$ cat src/obj_config.svh
// sizes and limits shared by the object engine RTL.
// include where a module needs table, line or window sizes.
`ifndef OBJ_CONFIG_SVH
`define OBJ_CONFIG_SVH

// object table entries, four words each.
`define OBJ_TABLE_DEPTH 32

// pixels per line buffer half.
`define OBJ_LINE_W 512

// tile height in lines.
`define OBJ_TILE_H 16

// visible x window, both limits exclusive.
`define OBJ_X_MIN 9'h030
`define OBJ_X_MAX 9'h1c0

`define OBJ_BLANK_PIXEL 9'h1ff  // value of a cleared entry.

`endif

$ cat src/obj_video_pkg.sv
// video-side types of the object engine: sprite words, pixels and FSM states.
`default_nettype none

package obj_video_pkg;

    typedef enum logic [1:0] {
        DRAW_IDLE,
        DRAW_FETCH,  // waiting on a graphics word.
        DRAW_PAINT
    } obj_draw_state_t;

    typedef enum logic [2:0] {
        SCAN_IDLE,
        SCAN_READ,
        SCAN_TEST,
        SCAN_ISSUE,
        SCAN_WAIT_DRAW
    } obj_scan_state_t;

    // line buffer pixel. colour 15 is transparent.
    typedef struct packed {
        logic [4:0] pal;
        logic [3:0] colour;
    } obj_pixel_t;

    typedef struct packed {
        logic [3:0] rsvd_hi;
        logic [3:0] row;     // tile row, filled in by the scanner.
        logic       rsvd_lo;
        logic       vflip;
        logic       hflip;
        logic [4:0] pal;
    } obj_attr_t;

    // last word of a table entry.
    typedef struct packed {
        logic [13:0] rsvd_hi;
        logic [1:0]  bank;
        logic [6:0]  rsvd_lo;
        logic [8:0]  ypos;
    } obj_ypos_bank_t;

endpackage

`default_nettype wire

$ cat src/obj_host_pkg.sv
// host register map and register layouts of the object engine.
// offsets are word addresses, taken from paddr[11:2].
`default_nettype none

package obj_host_pkg;

    typedef enum logic [9:0] {
        REG_CTRL   = 10'h000,
        REG_STATUS = 10'h001,  // read only.
        REG_TABLE  = 10'h080   // first word of the object table.
    } obj_reg_t;

    // word order inside one table entry.
    typedef enum logic [1:0] {
        FIELD_CODE      = 2'd0,
        FIELD_ATTR      = 2'd1,
        FIELD_XPOS      = 2'd2,
        FIELD_YPOS_BANK = 2'd3
    } obj_entry_field_t;

    typedef struct packed {
        logic [6:0]  rsvd_hi;
        logic [8:0]  line;     // bits 24:16.
        logic [14:0] rsvd_lo;
        logic        enable;
    } obj_ctrl_t;

    typedef struct packed {
        logic [17:0] rsvd_hi;
        logic [5:0]  count;    // sprites issued, bits 13:8.
        logic [6:0]  rsvd_lo;
        logic        busy;
    } obj_status_t;

endpackage

`default_nettype wire

$ cat src/obj_line_scan.sv
// walks the object table once per line and hands in-range sprites to the draw engine.
// the next entry is read while the current sprite is drawn.
`timescale 1ns/100ps
`default_nettype none
`include "obj_config.svh"

module obj_line_scan
    import obj_video_pkg::*;
    import obj_host_pkg::*;
(
    input  wire                                  clk,
    input  wire                                  rst,
    input  wire                                  line_start,
    input  wire                                  ctrl_enable,
    input  wire  [8:0]                           ctrl_line,
    output logic [$clog2(`OBJ_TABLE_DEPTH)-1:0]  tbl_index,
    output obj_entry_field_t                     tbl_field,
    input  wire  [31:0]                          tbl_word,
    output logic [15:0]                          obj_code,
    output logic [15:0]                          obj_attr,
    output logic [8:0]                           obj_hpos,
    output logic [1:0]                           obj_bank,
    output logic                                 start,
    input  wire                                  idle,
    output logic                                 scan_busy,
    output logic [5:0]                           issue_count
);

    localparam int IDX_W = $clog2(`OBJ_TABLE_DEPTH);

    obj_scan_state_t state;
    logic [2:0]      step;  // table word in flight.
    logic [8:0]      line_q;
    logic [15:0]     ent_code;
    obj_attr_t       ent_attr, issue_attr;
    logic [8:0]      ent_xpos;
    obj_ypos_bank_t  ent_yb;
    logic [8:0]      dy;
    logic            in_range, issue, advance;

    assign dy       = line_q - ent_yb.ypos;  // wraps mod 512.
    assign in_range = dy < `OBJ_TILE_H;
    assign issue    = state == SCAN_ISSUE && idle;
    assign advance  = issue || (state == SCAN_TEST && !in_range);

    always_comb begin
        issue_attr     = ent_attr;
        issue_attr.row = ent_attr.vflip ? ~dy[3:0] : dy[3:0];  // 15 - dy.
    end

    // ypos_bank first, then code, attr and xpos.
    always_comb begin
        case (step)
            3'd0:    tbl_field = FIELD_YPOS_BANK;
            3'd1:    tbl_field = FIELD_CODE;
            3'd2:    tbl_field = FIELD_ATTR;
            default: tbl_field = FIELD_XPOS;
        endcase
    end

    always_ff @(posedge clk or posedge rst) begin
        if (rst) begin
            state       <= SCAN_IDLE;
            step        <= 3'd0;
            tbl_index   <= '0;
            line_q      <= 9'd0;
            scan_busy   <= 1'b0;
            issue_count <= 6'd0;
            start       <= 1'b0;
        end else begin
            start <= 1'b0;
            case (state)
                SCAN_IDLE: if (line_start && ctrl_enable) begin
                    scan_busy   <= 1'b1;
                    issue_count <= 6'd0;
                    line_q      <= ctrl_line;
                    tbl_index   <= IDX_W'(`OBJ_TABLE_DEPTH - 1);  // highest first.
                    step        <= 3'd0;
                    state       <= SCAN_READ;
                end
                SCAN_READ: begin
                    step <= step + 3'd1;
                    if (step == 3'd4)
                        state <= SCAN_TEST;
                end
                SCAN_TEST: if (in_range) state <= SCAN_ISSUE;
                SCAN_ISSUE: if (issue) begin
                    start       <= 1'b1;
                    issue_count <= issue_count + 6'd1;
                end
                SCAN_WAIT_DRAW: if (idle && !start) begin  // idle is stale while start is high.
                    scan_busy <= 1'b0;
                    state     <= SCAN_IDLE;
                end
                default: state <= SCAN_IDLE;
            endcase
            if (advance) begin
                step <= 3'd0;
                if (tbl_index == '0) begin
                    state <= SCAN_WAIT_DRAW;
                end else begin
                    tbl_index <= tbl_index - 1'b1;
                    state     <= SCAN_READ;
                end
            end
        end
    end

    always_ff @(posedge clk) begin
        if (state == SCAN_READ) begin
            case (step)
                3'd1:    ent_yb   <= tbl_word;
                3'd2:    ent_code <= tbl_word[15:0];
                3'd3:    ent_attr <= tbl_word[15:0];
                3'd4:    ent_xpos <= tbl_word[8:0];
                default: ;
            endcase
        end
        if (issue) begin  // held until the next issue.
            obj_code <= ent_code;
            obj_attr <= issue_attr;
            obj_hpos <= ent_xpos;
            obj_bank <= ent_yb.bank;
        end
    end

endmodule

`default_nettype wire

$ cat config.mk
export PLATFORM = sky130hd
export DESIGN_NAME = obj_line_scan
export DESIGN_NICKNAME = d
export VERILOG_FILES = /design/src/obj_video_pkg.sv /design/src/obj_host_pkg.sv /design/src/obj_line_scan.sv
export VERILOG_INCLUDE_DIRS = /design/src
export SDC_FILE = /design/constraint.sdc
export NUM_CORES = 1
export LEC_CHECK = 0
export BUFFER_PORTS_ARGS = -buffer_cell sky130_fd_sc_hd__buf_2
export CAP_MARGIN = 20
export CORE_MARGIN = 3
export CORE_UTILIZATION = 57
export DETAILED_ROUTE_END_ITERATION = 8
export PLACE_DENSITY = 0.81
export SLEW_MARGIN = 5
export SYNTH_ARGS = -nofsm -noshare
export SYNTH_HDL_FRONTEND = slang
export SYNTH_SLANG_ARGS = --single-unit
$ cat constraint.sdc
create_clock -name clk -period 7.1 [get_ports clk]
set_input_delay 0.71 -clock clk [delete_from_list [all_inputs] [get_ports clk]]
set_output_delay 0.71 -clock clk [all_outputs]
set_load 0.005 [all_outputs]
==> qor.yml <==
synthArstFlopShare_pct: 23.5
grt_pass1_vias: 2616
synth_fp_nets: 348
start_util_pct: 60.6
ys_seq_area_share_pct: 75.7
layout_min_cycle_time_ns: 2.86
fmax_ghz: 0.350
finalSetupViolations: 0
yosysMostFrequentCell: "edfxtp_1"
outcome: "finished clean"
post-place-ws_ns: 4.33
crit_chain: "ha_1 -> fa_1 -> nand2b_1 -> a21oi_2 -> nand2_1 -> o2bb2ai_1 -> xnor2_1 -> a41oi_2 -> a21boi_0 -> nor3_2"
post_cts_buffers: 0
ios: 104
cts_made_buffers: 17
die_h_um: 95.2
worst_pin_slew_ns: 0.949
htree_levels: 4
ir_drop_mv: 0.258
clk_pin_slew_worst_paths_ns: 0.06
drcViolationCount: 0
antenna_found_initial: 0
wl_per_cell_um: 16.2
path_class: "reg -> reg"
cts_resized: 0
ys.flop_type: "edfxtp_1"
maxCapViolCount: 0
clock_sinks: 119
gp_congestion: 0.862
cpPeakStageDelay_ns: 0.56
synth.distinct_cells: 43
layout-area-overhead-vs-synth_pct: 26.4
core_sq_um: 7490
worstSetupStartpointType: "flop"
clk_root_buffer_cell: "clkbuf_8"
hold_path_class: "in -> async"
vias_per_cell: 5.18
p_leak_nw: 2.36
routed_wl_um: 8150
gr-total-overflow: 0
p_comb_share_pct: 24.9
fin_crit_sh_pct: 40.3
p_sw_uw: 793
ys_ff_latch: 119
cts_tree: "done"
nets: 453
cp_max_fo: 13
clk_path_buf_depth: 2
drt_iter0_drc: 150
synth_area_sq_um: 4540
clockPowerShare_pct: 33.9
pwr-share-seq_pct: 41.2
timing.critical_path.to_type: "flop"
netlist_instances: 286
dp_cells: 470
drive_gt1_share_pct: 35.4
rsz0062_at_grt: "false"
cellPowerDensity_nw_per_um2: 451
dpl.hpwl_um: 5270
die_area_sq_um: 9070
yosysWarnings: 0
synth-edff-count: 91
setup_slack_ns: 4.24
skew_ns: 0.0114
insertion_delay_ns: 0.52
ys_top_cells_by_area: "edfxtp_1, dfrtp_1, ha_1, nor2_1, mux2_2"
switching_share_pct: 30.6
whs_ns: 0.170
synthTopCellsByCount: "edfxtp_1, dfrtp_1, nor2_1, nand2_1, inv_1"
drv_slew: 0
max_slew_margin_pct: 36.6
firstDrtPassIters: 4
fin_tns_setup_ns: 0
ctsHoldBuffers: 0
worstPathArrival_ns: 3.25
synth_top_area_share_pct: 60.2
antenna_left: 0
track_usage_pct: 19.8
vias: 2605
hold_viol: 0
io_buffers: 89
synth_area_per_cell_sq_um: 15.9
grt_pass1_wl_um: 12900
worstPathRequired_ns: 7.49
n_antenna_cell: 0
cp_slowest_cell: "a41oi_2"
instances_no_fill: 503
synth_area_leader_cell: "edfxtp_1"
p_total_mw: 2.59
die_w_um: 95.2
p_int_mw: 1.80
reg2regPathDepth: 10
rows: 31
grt_max_degree: 49
==> state kept, by name, summed over array words and instances (netlist names) <==
name and count:
obj_hpos 9, ent_code 16, state 3, line_q 9, start 1, obj_attr 16
obj_bank 2, ent_attr 12, tbl_index 5, step 3, ent_xpos 9, scan_busy 1
ent_yb 11, issue_count 6, obj_code 16
==> placed cells by master, fill, tap and decap left out, drive strengths merged, types with 7 or more instances in the layout <==
master | synthesis | routed
buf | 3 | 92
xnor2 | 9 | 9
mux2 | 7 | 7
o21ai | 10 | 10
nand3 | 7 | 7
ha | 15 | 15
edfxtp | 91 | 91
nand2 | 18 | 18
clkbuf | 3 | 17
inv | 17 | 26
nor2 | 29 | 29
dfrtp | 28 | 28
==> path summary, 6_finish.rpt <==
| kind | startpoint | end | slack [ns] |
|---|---|---|---|
| min in group clk | tbl_word[11] | ent_code[11]$_DFFE_PP_ | 0.37 |
| setup reg to reg | ent_yb[0]$_DFFE_PP_ | tbl_index[3]$_DFF_PP0_ | 4.24 |
| max in group asynchronous | rst | line_q[8]$_DFFE_PP0P_ | 6.50 |
| hold reg to reg | ent_xpos[8]$_DFFE_PP_ | obj_hpos[8]$_DFFE_PP_ | 0.41 |
| setup / recovery | ent_yb[0]$_DFFE_PP_ | tbl_index[3]$_DFF_PP0_ | 4.24 |
| hold / removal | rst | tbl_index[0]$_DFF_PP0_ | 0.17 |
==> cell type report <==
cell class / count / area, sq um
fillers: 455 / 1750
repair buffers: 92 / 488
flip-flops and latches: 119 / 3430
well taps: 99 / 124
inverters: 17 / 63.8
multi-input cells: 144 / 1010
clock buffers: 17 / 414
clock inverters: 15 / 204
==> stage by stage <==
step	area, sq um	util (%)
global route	5740	76.6
floorplan	4540	-
CTS	5710	76.3
detailed placement	5090	68.0
finish	5740	76.6
global placement	5090	68.0
==> power by group through the flow <==
stage | sequential, mW | clock [mW] | combinational (mW)
floorplan | 1.06 | 0 | 0.456
global placement | 1.07 | 0 | 0.607
detailed placement | 1.08 | 0 | 0.634
CTS | 1.07 | 0.893 | 0.648
global route | 1.09 | 0.926 | 0.721
finish | 1.07 | 0.878 | 0.644
==> worst max-delay path, delay by kind of cell (launching register included) <==
family | cells | cell delay (ns)
AOI/OAI and AO/OA | 4 | 1.20
xor gates and xnor gates | 1 | 0.14
adders and majority gates | 2 | 0.67
DFF | 1 | 0.39
and+or+nand+nor | 3 | 0.33
==> metal layers <==
layer  track usage (%)  wire [um]  vias to the layer above
met5                 0          0                        -
met4              7.33        106                        0
met3              7.34        483                       10
met2              33.9       4390                       93
met1              22.7       3170                     1253
li1                  -          -                     1249
==> kinds of logic (layout without fill, tap and decap cells) <==
| logic type | count (synthesis) | count (layout) | share of synthesized area, % |
|---|---|---|---|
| flip-flops | 119 | 119 | 75.7 |
| AND/OR/NAND/NOR | 74 | 74 | 7.83 |
| AO/OA/AOI/OAI | 30 | 30 | 4.55 |
| buffers and inverters | 23 | 141 | 2.32 |
| adder cells (fa/ha/maj) | 16 | 16 | 4.58 |
| XOR/XNOR | 15 | 15 | 2.90 |
| multiplexers | 9 | 9 | 2.18 |
Note: power is estimated with default switching activity, not from simulation.
