===== src/obj_config.svh =====
// sizes and limits shared by the object engine RTL.
// include where a module needs table, line or window sizes.
`ifndef OBJ_CONFIG_SVH
`define OBJ_CONFIG_SVH

// object table entries, four words each.
`define OBJ_TABLE_DEPTH 32

// pixels per line buffer half.
`define OBJ_LINE_W 512

// tile height in lines.
`define OBJ_TILE_H 16

// visible x window, both limits exclusive.
`define OBJ_X_MIN 9'h030
`define OBJ_X_MAX 9'h1c0

`define OBJ_BLANK_PIXEL 9'h1ff  // value of a cleared entry.

`endif


===== src/obj_video_pkg.sv =====
// video-side types of the object engine: sprite words, pixels and FSM states.
`default_nettype none

package obj_video_pkg;

    typedef enum logic [1:0] {
        DRAW_IDLE,
        DRAW_FETCH,  // waiting on a graphics word.
        DRAW_PAINT
    } obj_draw_state_t;

    typedef enum logic [2:0] {
        SCAN_IDLE,
        SCAN_READ,
        SCAN_TEST,
        SCAN_ISSUE,
        SCAN_WAIT_DRAW
    } obj_scan_state_t;

    // line buffer pixel. colour 15 is transparent.
    typedef struct packed {
        logic [4:0] pal;
        logic [3:0] colour;
    } obj_pixel_t;

    typedef struct packed {
        logic [3:0] rsvd_hi;
        logic [3:0] row;     // tile row, filled in by the scanner.
        logic       rsvd_lo;
        logic       vflip;
        logic       hflip;
        logic [4:0] pal;
    } obj_attr_t;

    // last word of a table entry.
    typedef struct packed {
        logic [13:0] rsvd_hi;
        logic [1:0]  bank;
        logic [6:0]  rsvd_lo;
        logic [8:0]  ypos;
    } obj_ypos_bank_t;

endpackage

`default_nettype wire


===== src/obj_draw.sv =====
// draw engine. fetches the two graphics words of a tile row and paints 16 pixels.
// all-ones words are skipped without writes.
`timescale 1ns/100ps
`default_nettype none
`include "obj_config.svh"

module obj_draw
    import obj_video_pkg::*;
(
    input  wire         clk,
    input  wire         rst,
    input  wire  [15:0] obj_code,
    input  wire  [15:0] obj_attr,
    input  wire  [8:0]  obj_hpos,
    input  wire  [1:0]  obj_bank,
    input  wire         start,
    output logic        idle,
    output logic [8:0]  buf_addr,
    output logic [8:0]  buf_data,
    output logic        buf_wr,
    output logic [19:0] rom_addr,
    output logic [1:0]  rom_bank,
    output logic        rom_half,
    input  wire  [31:0] rom_data,
    output logic        rom_cs,
    input  wire         rom_ok
);

    obj_draw_state_t state;
    obj_attr_t       attr;
    obj_pixel_t      pixel;
    logic [1:0]      wait_cycle;  // rom_ok holdoff after a word.
    logic            last_word;
    logic [2:0]      draw_cnt;
    logic [31:0]     pxl_data;
    logic [8:0]      x_ptr;
    logic            hflip_q;
    logic [4:0]      pal_q;
    logic            accept, rom_good, blank;

    // one pixel from the four byte lanes.
    function automatic logic [3:0] plane_pixel(input logic [31:0] w, input logic flip);
        if (flip)
            return {w[24], w[16], w[8], w[0]};
        return {w[31], w[23], w[15], w[7]};
    endfunction

    assign attr     = obj_attr;
    assign idle     = state == DRAW_IDLE;
    assign accept   = idle && start && obj_hpos > `OBJ_X_MIN && obj_hpos < `OBJ_X_MAX;
    assign rom_good = state == DRAW_FETCH && rom_ok && wait_cycle == 2'b00;
    assign blank    = &rom_data;

    always_comb begin
        pixel.pal    = pal_q;
        pixel.colour = plane_pixel(pxl_data, hflip_q);
    end

    always_ff @(posedge clk or posedge rst) begin
        if (rst) begin
            state      <= DRAW_IDLE;
            rom_cs     <= 1'b0;
            buf_wr     <= 1'b0;
            wait_cycle <= 2'b00;
            last_word  <= 1'b0;
            draw_cnt   <= 3'd0;
        end else begin
            wait_cycle <= wait_cycle >> 1;
            buf_wr     <= 1'b0;
            case (state)
                DRAW_IDLE: if (accept) begin
                    state      <= DRAW_FETCH;
                    rom_cs     <= 1'b1;
                    wait_cycle <= 2'b11;
                    last_word  <= 1'b0;
                end
                DRAW_FETCH: if (rom_good) begin
                    wait_cycle <= 2'b11;
                    if (last_word)
                        rom_cs <= 1'b0;
                    if (!blank) begin
                        state    <= DRAW_PAINT;
                        draw_cnt <= 3'd7;
                    end else if (last_word) begin
                        state <= DRAW_IDLE;
                    end else begin
                        last_word <= 1'b1;
                    end
                end
                DRAW_PAINT: begin
                    buf_wr   <= 1'b1;
                    draw_cnt <= draw_cnt - 3'd1;
                    if (draw_cnt == 3'd0) begin
                        state     <= last_word ? DRAW_IDLE : DRAW_FETCH;
                        last_word <= 1'b1;
                    end
                end
                default: state <= DRAW_IDLE;
            endcase
        end
    end

    always_ff @(posedge clk) begin
        if (accept) begin
            rom_addr <= {obj_code, attr.row};
            rom_bank <= obj_bank;
            rom_half <= attr.hflip;  // flipped tiles start on the other half.
            hflip_q  <= attr.hflip;
            pal_q    <= attr.pal;
            x_ptr    <= obj_hpos;
        end
        if (rom_good) begin
            pxl_data <= rom_data;
            if (!last_word)
                rom_half <= ~rom_half;  // request the second word early.
            if (blank)
                x_ptr <= x_ptr + 9'd8;
        end
        if (state == DRAW_PAINT) begin
            buf_addr <= x_ptr;
            buf_data <= pixel;
            x_ptr    <= x_ptr + 9'd1;
            pxl_data <= hflip_q ? {1'b1, pxl_data[31:1]} : {pxl_data[30:0], 1'b1};
        end
    end

endmodule

`default_nettype wire


===== config.mk =====
export PLATFORM = sky130hd
export DESIGN_NAME = obj_draw
export DESIGN_NICKNAME = d
export VERILOG_FILES = /design/src/obj_video_pkg.sv /design/src/obj_draw.sv
export VERILOG_INCLUDE_DIRS = /design/src
export SDC_FILE = /design/constraint.sdc
export NUM_CORES = 1
export LEC_CHECK = 0
export BUFFER_PORTS_ARGS = -buffer_cell sky130_fd_sc_hd__buf_2
export CELL_PAD_IN_SITES_DETAIL_PLACEMENT = 0
export CELL_PAD_IN_SITES_GLOBAL_PLACEMENT = 1
export CORE_MARGIN = 4
export CORE_UTILIZATION = 38
export CTS_CLUSTER_DIAMETER = 120
export DETAILED_ROUTE_END_ITERATION = 8
export PLACE_DENSITY_LB_ADDON = 0.3
export REMOVE_ABC_BUFFERS = 1
export SLEW_MARGIN = 20
export SYNTH_ARGS = -nofsm -noshare
export SYNTH_HDL_FRONTEND = slang
export SYNTH_SLANG_ARGS = --single-unit
export TNS_END_PERCENT = 20

===== constraint.sdc =====
create_clock -name clk -period 2.75 [get_ports clk]
set_input_delay 0.275 -clock clk [delete_from_list [all_inputs] [get_ports clk]]
set_output_delay 0.275 -clock clk [all_outputs]
set_load 0.005 [all_outputs]

==> summary.txt, run 1 <==
STA
  • Final setup fails: 0
  • Slew @ Worst Pin: 0.593 ns
  • Min Clock Period, post-route: 2.24 ns
  • Fmax: 446 MHz
  • Sum Neg Setup Slack: 0 ns
  • Final slew viol count: 0
  • RSZ-0062 raised after global routing: no
  • Relative slew slack: 60.5%
  • Crit share post-route: 81.5%
  • Final setup skew: 0.00555 ns
  • Final hold vios: 0

Route
  • Vias per inst: 5.22
  • Total Wirelength: 10400 um
  • DRT iter0 DRCs: 186
  • Average routed wire per standard cell: 16.5 um
  • Drt pass-1 iters: 5
  • Detail Route Antenna Nets: 0
  • Vias: 3281
  • DR DRC count: 0

Die
  • Num rows: 39
  • Die width: 118 um
  • Initial core utilization: 39.6%
  • Die Area: 13900 um^2
  • Floorplan Core Area: 11600 um^2
  • Die Span Y: 118 um
  • IO Count: 123

Clocking
  • TritonCTS clock tree: done
  • Clock sink count: 98
  • Clock Path Buffers: 2
  • Total CTS buffers: 9
  • Root buffer cell: clkbuf_16
  • Post-cts resize count: 0
  • Reg clk slew, reported paths: 0.07 ns
  • Htree depth: 3
  • Clk_lat worst skew: 0.34 ns

Synthesis
  • Post-synth ARST share: 10.2%
  • Synth Flop Type: edfxtp_1
  • Syn Area/Cell: 12.8 um^2
  • Number of synthesized flops with an enable pin: 81
  • Synth unique cells: 64
  • Top-count cell post-synth: edfxtp_1
  • Synth Register Bits: 98
  • Mapped Area: 4590 um^2
  • Yosys warns: 0
  • Synth top area cells: edfxtp_1 53%, mux2i_1 8.3%, dfrtp_1 5.4%
  • Mapped Cells: 360
  • Most instantiated cells after synthesis: 81 x edfxtp_1, 39 x nor2_1, 38 x a21oi_1, 38 x mux2i_1, 13 x nand2_1
  • Sequential share of the synthesized area: 61.4%
  • Dominant cell type by area after synthesis: edfxtp_1
  • Post-synth top area share: 52.9%

Finish
  • Area grow syn2layout: 24.0%
  • Nets: 567
  • Share of layout cells above drive strength 1: 33.6%
  • Diodes inserted: 0
  • Final Non-Filler Cells: 628

Critical path
  • CP max stage cell: dfrtp_1
  • Worst reg-to-reg setup slack: 0.51 ns
  • FF-to-FF path depth: 7
  • Slowest Stage Delay on Critical Path: 0.45 ns
  • Worst-path cell chain: inv_1 -> ha_1 -> nand2_1 -> nor3_2 -> o22ai_1 -> nor4_1 -> mux2_1
  • R2r startpoint: state[1]$_DFFE_PP0P_
  • CP startpoint: state[1]$_DFFE_PP0P_
  • Crit Reg-Reg Endpoint: last_word$_DFFE_PP0P_
  • Crit path capture type: register
  • Critical path endpoint: last_word$_DFFE_PP0P_
  • Data arrival time of the worst path: 2.46 ns
  • Critical path type: register to register
  • Crit start category: register
  • Crit path max fanout: 6
  • Required time worst endpoint: 2.97 ns

Place
  • Placed cells: 611
  • # port buffers: 116
  • Placer Congestion: 0.814
  • Detailed placement HPWL: 7550 um

Pwr
  • VDD IR max: 484 uV
  • Pleak: 2.32 nW
  • PD cells: 966 nW/um^2

Status
  • Status: finished clean

Job
  • Maxcap violations: 0

GRT
  • Largest net degree at the start of global routing: 61
  • GRT Total Usage: 14.9%
  • Global-route wire length before repair: 16700 um
  • Total grt overflow: 0
  • Vias in the first global route: 3209
  • Initial antenna violation count: 0

Min path
  • Hold crit path type: input port to register
layout by cell type, fill, tap and decap left out, types with 3 or more instances in the layout:
| cell type | instances |
|---|---|
| mux2_2 | 4 |
| dfxtp_1 | 7 |
| dfrtp_1 | 10 |
| a21oi_1 | 38 |
| nor3_1 | 3 |
| inv_1 | 11 |
| nor2_1 | 39 |
| nand2_1 | 13 |
| ha_1 | 7 |
| nand4_2 | 3 |
| edfxtp_1 | 81 |
| nand3_1 | 8 |
| buf_2 | 116 |
| or3_1 | 3 |
| and3_1 | 4 |
| nand4_1 | 5 |
| o21ai_0 | 12 |
| mux2i_1 | 38 |
| o22ai_1 | 4 |
| clkbuf_16 | 9 |
| buf_4 | 6 |
registers in the layout, indices dropped and copies added, names as in the netlist, 3 cells and up:
signal,cells
pxl_data,32
rom_addr,20
buf_addr,9
buf_data,9
x_ptr,9
pal_q,5
draw_cnt,3
through the flow:
stage	power (mW)	hold WS [ns]	setup WS, ns	util [%]	area, um^2
floorplan	3.59	0.115	-1.39	-	4530
global placement	4.15	0.279	0.542	46.2	5370
detailed placement	4.19	0.279	0.504	46.2	5370
CTS	5.55	0.0924	0.491	49.0	5700
global route	5.87	0.0861	0.241	49.0	5700
finish	5.50	0.106	0.510	49.0	5700
cell families (layout without fill, tap and decap cells):
logic type / Yosys count / in the layout / share of synthesized area (%)
buffers and inverters: 26 / 151 / 2.29
XOR/XNOR: 3 / 3 / 0.572
AO/OA/AOI/OAI: 86 / 86 / 11.9
flip-flops: 98 / 98 / 61.4
adder cells (fa/ha/maj): 8 / 8 / 2.18
AND/OR/NAND/NOR: 95 / 95 / 11.8
multiplexers: 44 / 44 / 9.83
final cells by class:
type	count	area, um^2
Fill cell	1053	5920
Sequential cell	98	2820
Multi-Input combinational cell	236	1680
Timing Repair Buffer	124	656
Clock buffer	11	233
Tap cell	143	179
Clock inverter	5	85.1
Inverter	11	41.3
what timing repair did:
item,in CTS,in global routing
hold buffers,1,0
hold endpoints to repair,10,0
setup buffers,0,0
worst max-delay path, delay by kind of cell (launching register included):
family	cells	cell delay (ns)
simple gates	3	0.72
mux	1	0.34
compound gates	1	0.24
buf+inv	1	0.11
flops	1	0.45
fa+ha+maj	1	0.26
power by group:
group	internal, mW	leakage (nW)	switching, mW
combinational	0.690	1.25	0.939
clock	0.805	0.151	0.543
sequential	2.22	0.925	0.300
worst min path at each step:
stage / startpoint / end / slack (ns) / cells after the start
floorplan: rst / buf_wr$_DFF_PP0_ / 0.12 / 1
CTS: obj_attr[0] / pal_q[0]$_DFFE_PN_ / 0.09 / 1
finish: obj_attr[0] / pal_q[0]$_DFFE_PN_ / 0.11 / 1
detailed placement: rst / buf_wr$_DFF_PP0_ / 0.28 / 2
global placement: rst / state[0]$_DFFE_PP0P_ / 0.28 / 2
global route: obj_attr[10] / rom_addr[2]$_DFFE_PN_ / 0.09 / 1
per-layer routing:
metal / GRT usage [%] / wire, um
met1: 18.7 / 4490
met3: 2.79 / 422
met5: 0 / 0
met4: 5.64 / 158
met2: 25.7 / 5310
(Power assumes the default switching activity.)
==> inputs of run 2 (changes only) <==
--- a/config.mk
+++ b/config.mk
@@ -6,11 +6,12 @@
 export SDC_FILE = /design/constraint.sdc
 export NUM_CORES = 1
 export LEC_CHECK = 0
+export ABC_AREA = 1
 export BUFFER_PORTS_ARGS = -buffer_cell sky130_fd_sc_hd__buf_2
 export CELL_PAD_IN_SITES_DETAIL_PLACEMENT = 0
 export CELL_PAD_IN_SITES_GLOBAL_PLACEMENT = 1
 export CORE_MARGIN = 4
-export CORE_UTILIZATION = 38
+export CORE_UTILIZATION = 36
 export CTS_CLUSTER_DIAMETER = 120
 export DETAILED_ROUTE_END_ITERATION = 8
 export PLACE_DENSITY_LB_ADDON = 0.3
==> constraint.sdc (replaced) <==
create_clock -name clk -period 1.98 [get_ports clk]
set_input_delay 0.198 -clock clk [delete_from_list [all_inputs] [get_ports clk]]
set_output_delay 0.198 -clock clk [all_outputs]
set_load 0.005 [all_outputs]
==> run 2 against run 1 <==
Against the previous run: clock skew rose by 0.0035 ns; critical path depth fell by 1; setup slack got worse by 0.30 ns; sequential share of layout area barely moved; cell count rose by 19%; die area rose by 4.1%; critical path type unchanged; critical endpoint is now pxl_data[20]$_DFFE_PP_.
==> summary.txt, run 2 <==
Clocking
  • Clock sink count: 98 (unchanged)
  • Post-CTS Setup Bufs: 0 (unchanged)
  • Htree depth: 3 (unchanged)
  • TritonCTS clock tree: done
  • Clock Path Buffers: 2 (unchanged)
  • Reg clk slew, reported paths: 0.08 ns (about the same)
  • Total CTS buffers: 9 (unchanged)
  • Post-cts resize count: 0 (unchanged)
  • Clk_lat worst skew: 0.34 ns (about the same)
  • Root buffer cell: clkbuf_16

Critical path
  • Crit start category: register
  • Critical path type: register to register
  • Crit path capture type: register
  • Required time worst endpoint: 2.04 ns (-0.93 ns)
  • Data arrival time of the worst path: 1.84 ns (-0.62 ns)
  • Crit path max fanout: 18 (+12)

Route
  • DRT iter0 DRCs: 315 (+69%)
  • Detail Route Antenna Nets: 0 (unchanged)
  • Total Wirelength: 10900 um (+4.6%)
  • Drt pass-1 iters: 4 (-1)
  • Average routed wire per standard cell: 14.6 um (-12%)
  • DR DRC count: 0 (unchanged)
  • Vias: 3585 (+9.3%)
  • Vias per inst: 4.81 (-7.9%)

Die
  • Num rows: 40 (+2.6%)
  • Die width: 120 um (+2.0%)
  • Floorplan Core Area: 12200 um^2 (+4.7%)
  • Die Span Y: 120 um (+2.0%)
  • Die Area: 14500 um^2 (+4.1%)
  • Initial core utilization: 37.4% (-2.2 points)
  • IO Count: 123 (unchanged)

STA
  • Final setup fails: 0 (unchanged)
  • Fmax: 564 MHz (+26%)
  • WHS: 0.0230 ns (-0.0834 ns)
  • Min Clock Period, post-route: 1.77 ns (-0.466 ns)
  • Crit share post-route: 89.6% (+8.1 points)
  • Relative slew slack: 73.2% (+13 points)
  • Final hold vios: 0 (unchanged)
  • Slew @ Worst Pin: 0.401 ns (-0.191 ns)
  • Final slew viol count: 0 (unchanged)
  • Sum Neg Setup Slack: 0 ns (unchanged)
  • RSZ-0062 raised after global routing: no
  • Final setup skew: 0.00905 ns (+0.00350 ns)

Place
  • # port buffers: 116 (unchanged)
  • Detailed placement HPWL: 8050 um (+6.7%)
  • Placer Congestion: 0.818 (+0.41%)
  • Placed cells: 728 (+19%)

Pwr
  • VDD IR max: 596 uV (+23%)
  • PD cells: 1290 nW/um^2 (+34%)
  • Pleak: 2.54 nW (+9.3%)

Synthesis
  • Sequential share of the synthesized area: 62.1% (+0.66 points)
  • Synth top area cells: edfxtp_1 54%, nand2_1 11%, dfrtp_1 5.5%
  • Post-synth top area share: 53.5% (+0.57 points)
  • Mapped Area: 4550 um^2 (-1.1%)
  • Number of synthesized flops with an enable pin: 81 (unchanged)
  • Synth unique cells: 34 (-47%)
  • Yosys warns: 0 (unchanged)
  • Dominant cell type by area after synthesis: edfxtp_1
  • Most instantiated cells after synthesis: 128 x nand2_1, 81 x edfxtp_1, 50 x inv_1
  • Top-count cell post-synth: nand2_1
  • Post-synth ARST share: 10.2% (unchanged)
  • Synth Flop Type: edfxtp_1
  • Syn Area/Cell: 10.3 um^2 (-19%)
  • Synth Register Bits: 98 (unchanged)
  • Mapped Cells: 442 (+23%)

GRT
  • Initial antenna violation count: 0 (unchanged)
  • Met2 Use GR: 24.0% (-1.8 points)
  • GRT Total Usage: 15.1% (+0.18 points)
  • Vias in the first global route: 3500 (+9.1%)
  • Global-route wire length before repair: 17300 um (+3.7%)
  • Met3 usage in global routing: 3.09% (+0.30 points)
  • Total grt overflow: 0 (unchanged)
  • M1 GR Usage: 20.7% (+2.1 points)
  • Gr busiest metal: met2
  • Largest net degree at the start of global routing: 33 (-46%)

Min path
  • Hold crit path type: input port to register

Finish
  • Filler instances: 1178 (+12%)
  • Commonest non-fill, non-tap cell in the layout: nand2_1
  • Area grow syn2layout: 25.4%
  • Most frequent cells in the layout: 128 x nand2_1, 116 x buf_2, 81 x edfxtp_1, 50 x inv_1, 29 x nand3_1
  • Final Non-Filler Cells: 745 (+19%)
  • Max FFs per register: 32 (unchanged)
  • Nets: 659 (+16%)
  • Biggest regs: pxl_data: 32 flops, rom_addr: 20 flops
  • Share of layout cells above drive strength 1: 29.8% (-3.8 points)
  • Most flops, register: pxl_data
  • Diodes inserted: 0 (unchanged)

Status
  • Status: finished clean

Job
  • Maxcap violations: 0 (unchanged)
## run 2: cell count changes after synthesis, moves of 8 or more
| cell | change |
|---|---|
| o211ai_1 | +10 |
| a21oi_1 | -24 |
| nand2_1 | +115 |
| mux2i_1 | -38 |
| o221ai_1 | +15 |
| nand3_1 | +21 |
| inv_1 | +39 |
| nor2_2 | +8 |
| nor2_1 | -14 |
## run 2: cell type report
type / count / area [um^2] / area share [%]
clock buffer: 9 / 225 / 3.95
clock inverter: 7 / 62.6 / 1.10
inverter: 54 / 203 / 3.56
multi-input combinational: 277 / 1450 / 25.4
sequential: 98 / 2820 / 49.5
tap: 168 / 210 / 3.69
timing repair buffer: 132 / 728 / 12.8
## run 2: path summary, 6_finish.rpt
path,cells past startpoint,from,end,slack [ns]
worst max-delay path,6,state[0]$_DFFE_PP0P_,pxl_data[20]$_DFFE_PP_,0.21
worst min-delay path,1,obj_bank[0],rom_bank[0]$_DFFE_PN_,0.02
worst max register to register,6,state[0]$_DFFE_PP0P_,pxl_data[20]$_DFFE_PP_,0.21
worst min register to register,0,pal_q[3]$_DFFE_PN_,buf_data[7]$_DFFE_PP_,0.42
max in group asynchronous,3,rst,last_word$_DFFE_PP0P_,1.32
min in group asynchronous,3,rst,state[0]$_DFFE_PP0P_,0.38
## run 2: logic make-up (layout without fill, tap and decap cells)
logic type / count (synthesis) / after routing / synth area share [%]
AND/OR/NAND/NOR: 204 / 204 / 19.9
AO/OA/AOI/OAI: 63 / 63 / 9.33
XOR/XNOR: 2 / 2 / 0.385
flip-flops: 98 / 98 / 62.1
buffers and inverters: 67 / 202 / 6.08
adder cells (fa/ha/maj): 8 / 8 / 2.20
## run 2: metrics by stage
step                      total power, mW  area, um^2  utilization [%]  setup WS (ns)
final                                7.37        5700             46.9          0.206
after global routing                 7.91        5700             46.9         0.0501
after CTS                            7.47        5700             46.9          0.191
after detailed placement             5.75        5400             44.4          0.207
after global placement               5.69        5400             44.4          0.262
after floorplan                      4.81        4470                -          -1.08
## run 2: layer usage
| layer | vias to the layer above | routed length [um] |
|---|---|---|
| met1 | 1692 | 5040 |
| met2 | 106 | 5090 |
| met5 | - | 0 |
| met4 | 0 | 185 |
| met3 | 15 | 545 |
| li1 | 1772 | - |
## run 2: worst max-delay path, cell delays in order, from the launching register on
cell and delay (ns):
dfrtp_1 0.38, inv_1 0.09, ha_1 0.26, inv_2 0.28, nor2_4 0.05, inv_2 0.27
o221ai_1 0.17
## run 2: where the power goes
part / switching, mW / internal [mW] / total (mW)
clock network: 0.813 / 0.877 / 1.69
registers: 0.283 / 3.07 / 3.35
logic: 1.45 / 0.881 / 2.34
## run 2: timing repair
item | in CTS | in global routing
endpoints found under the hold margin | 10 | 0
setup endpoints to repair | 0 | 0
hold buffers | 1 | 0
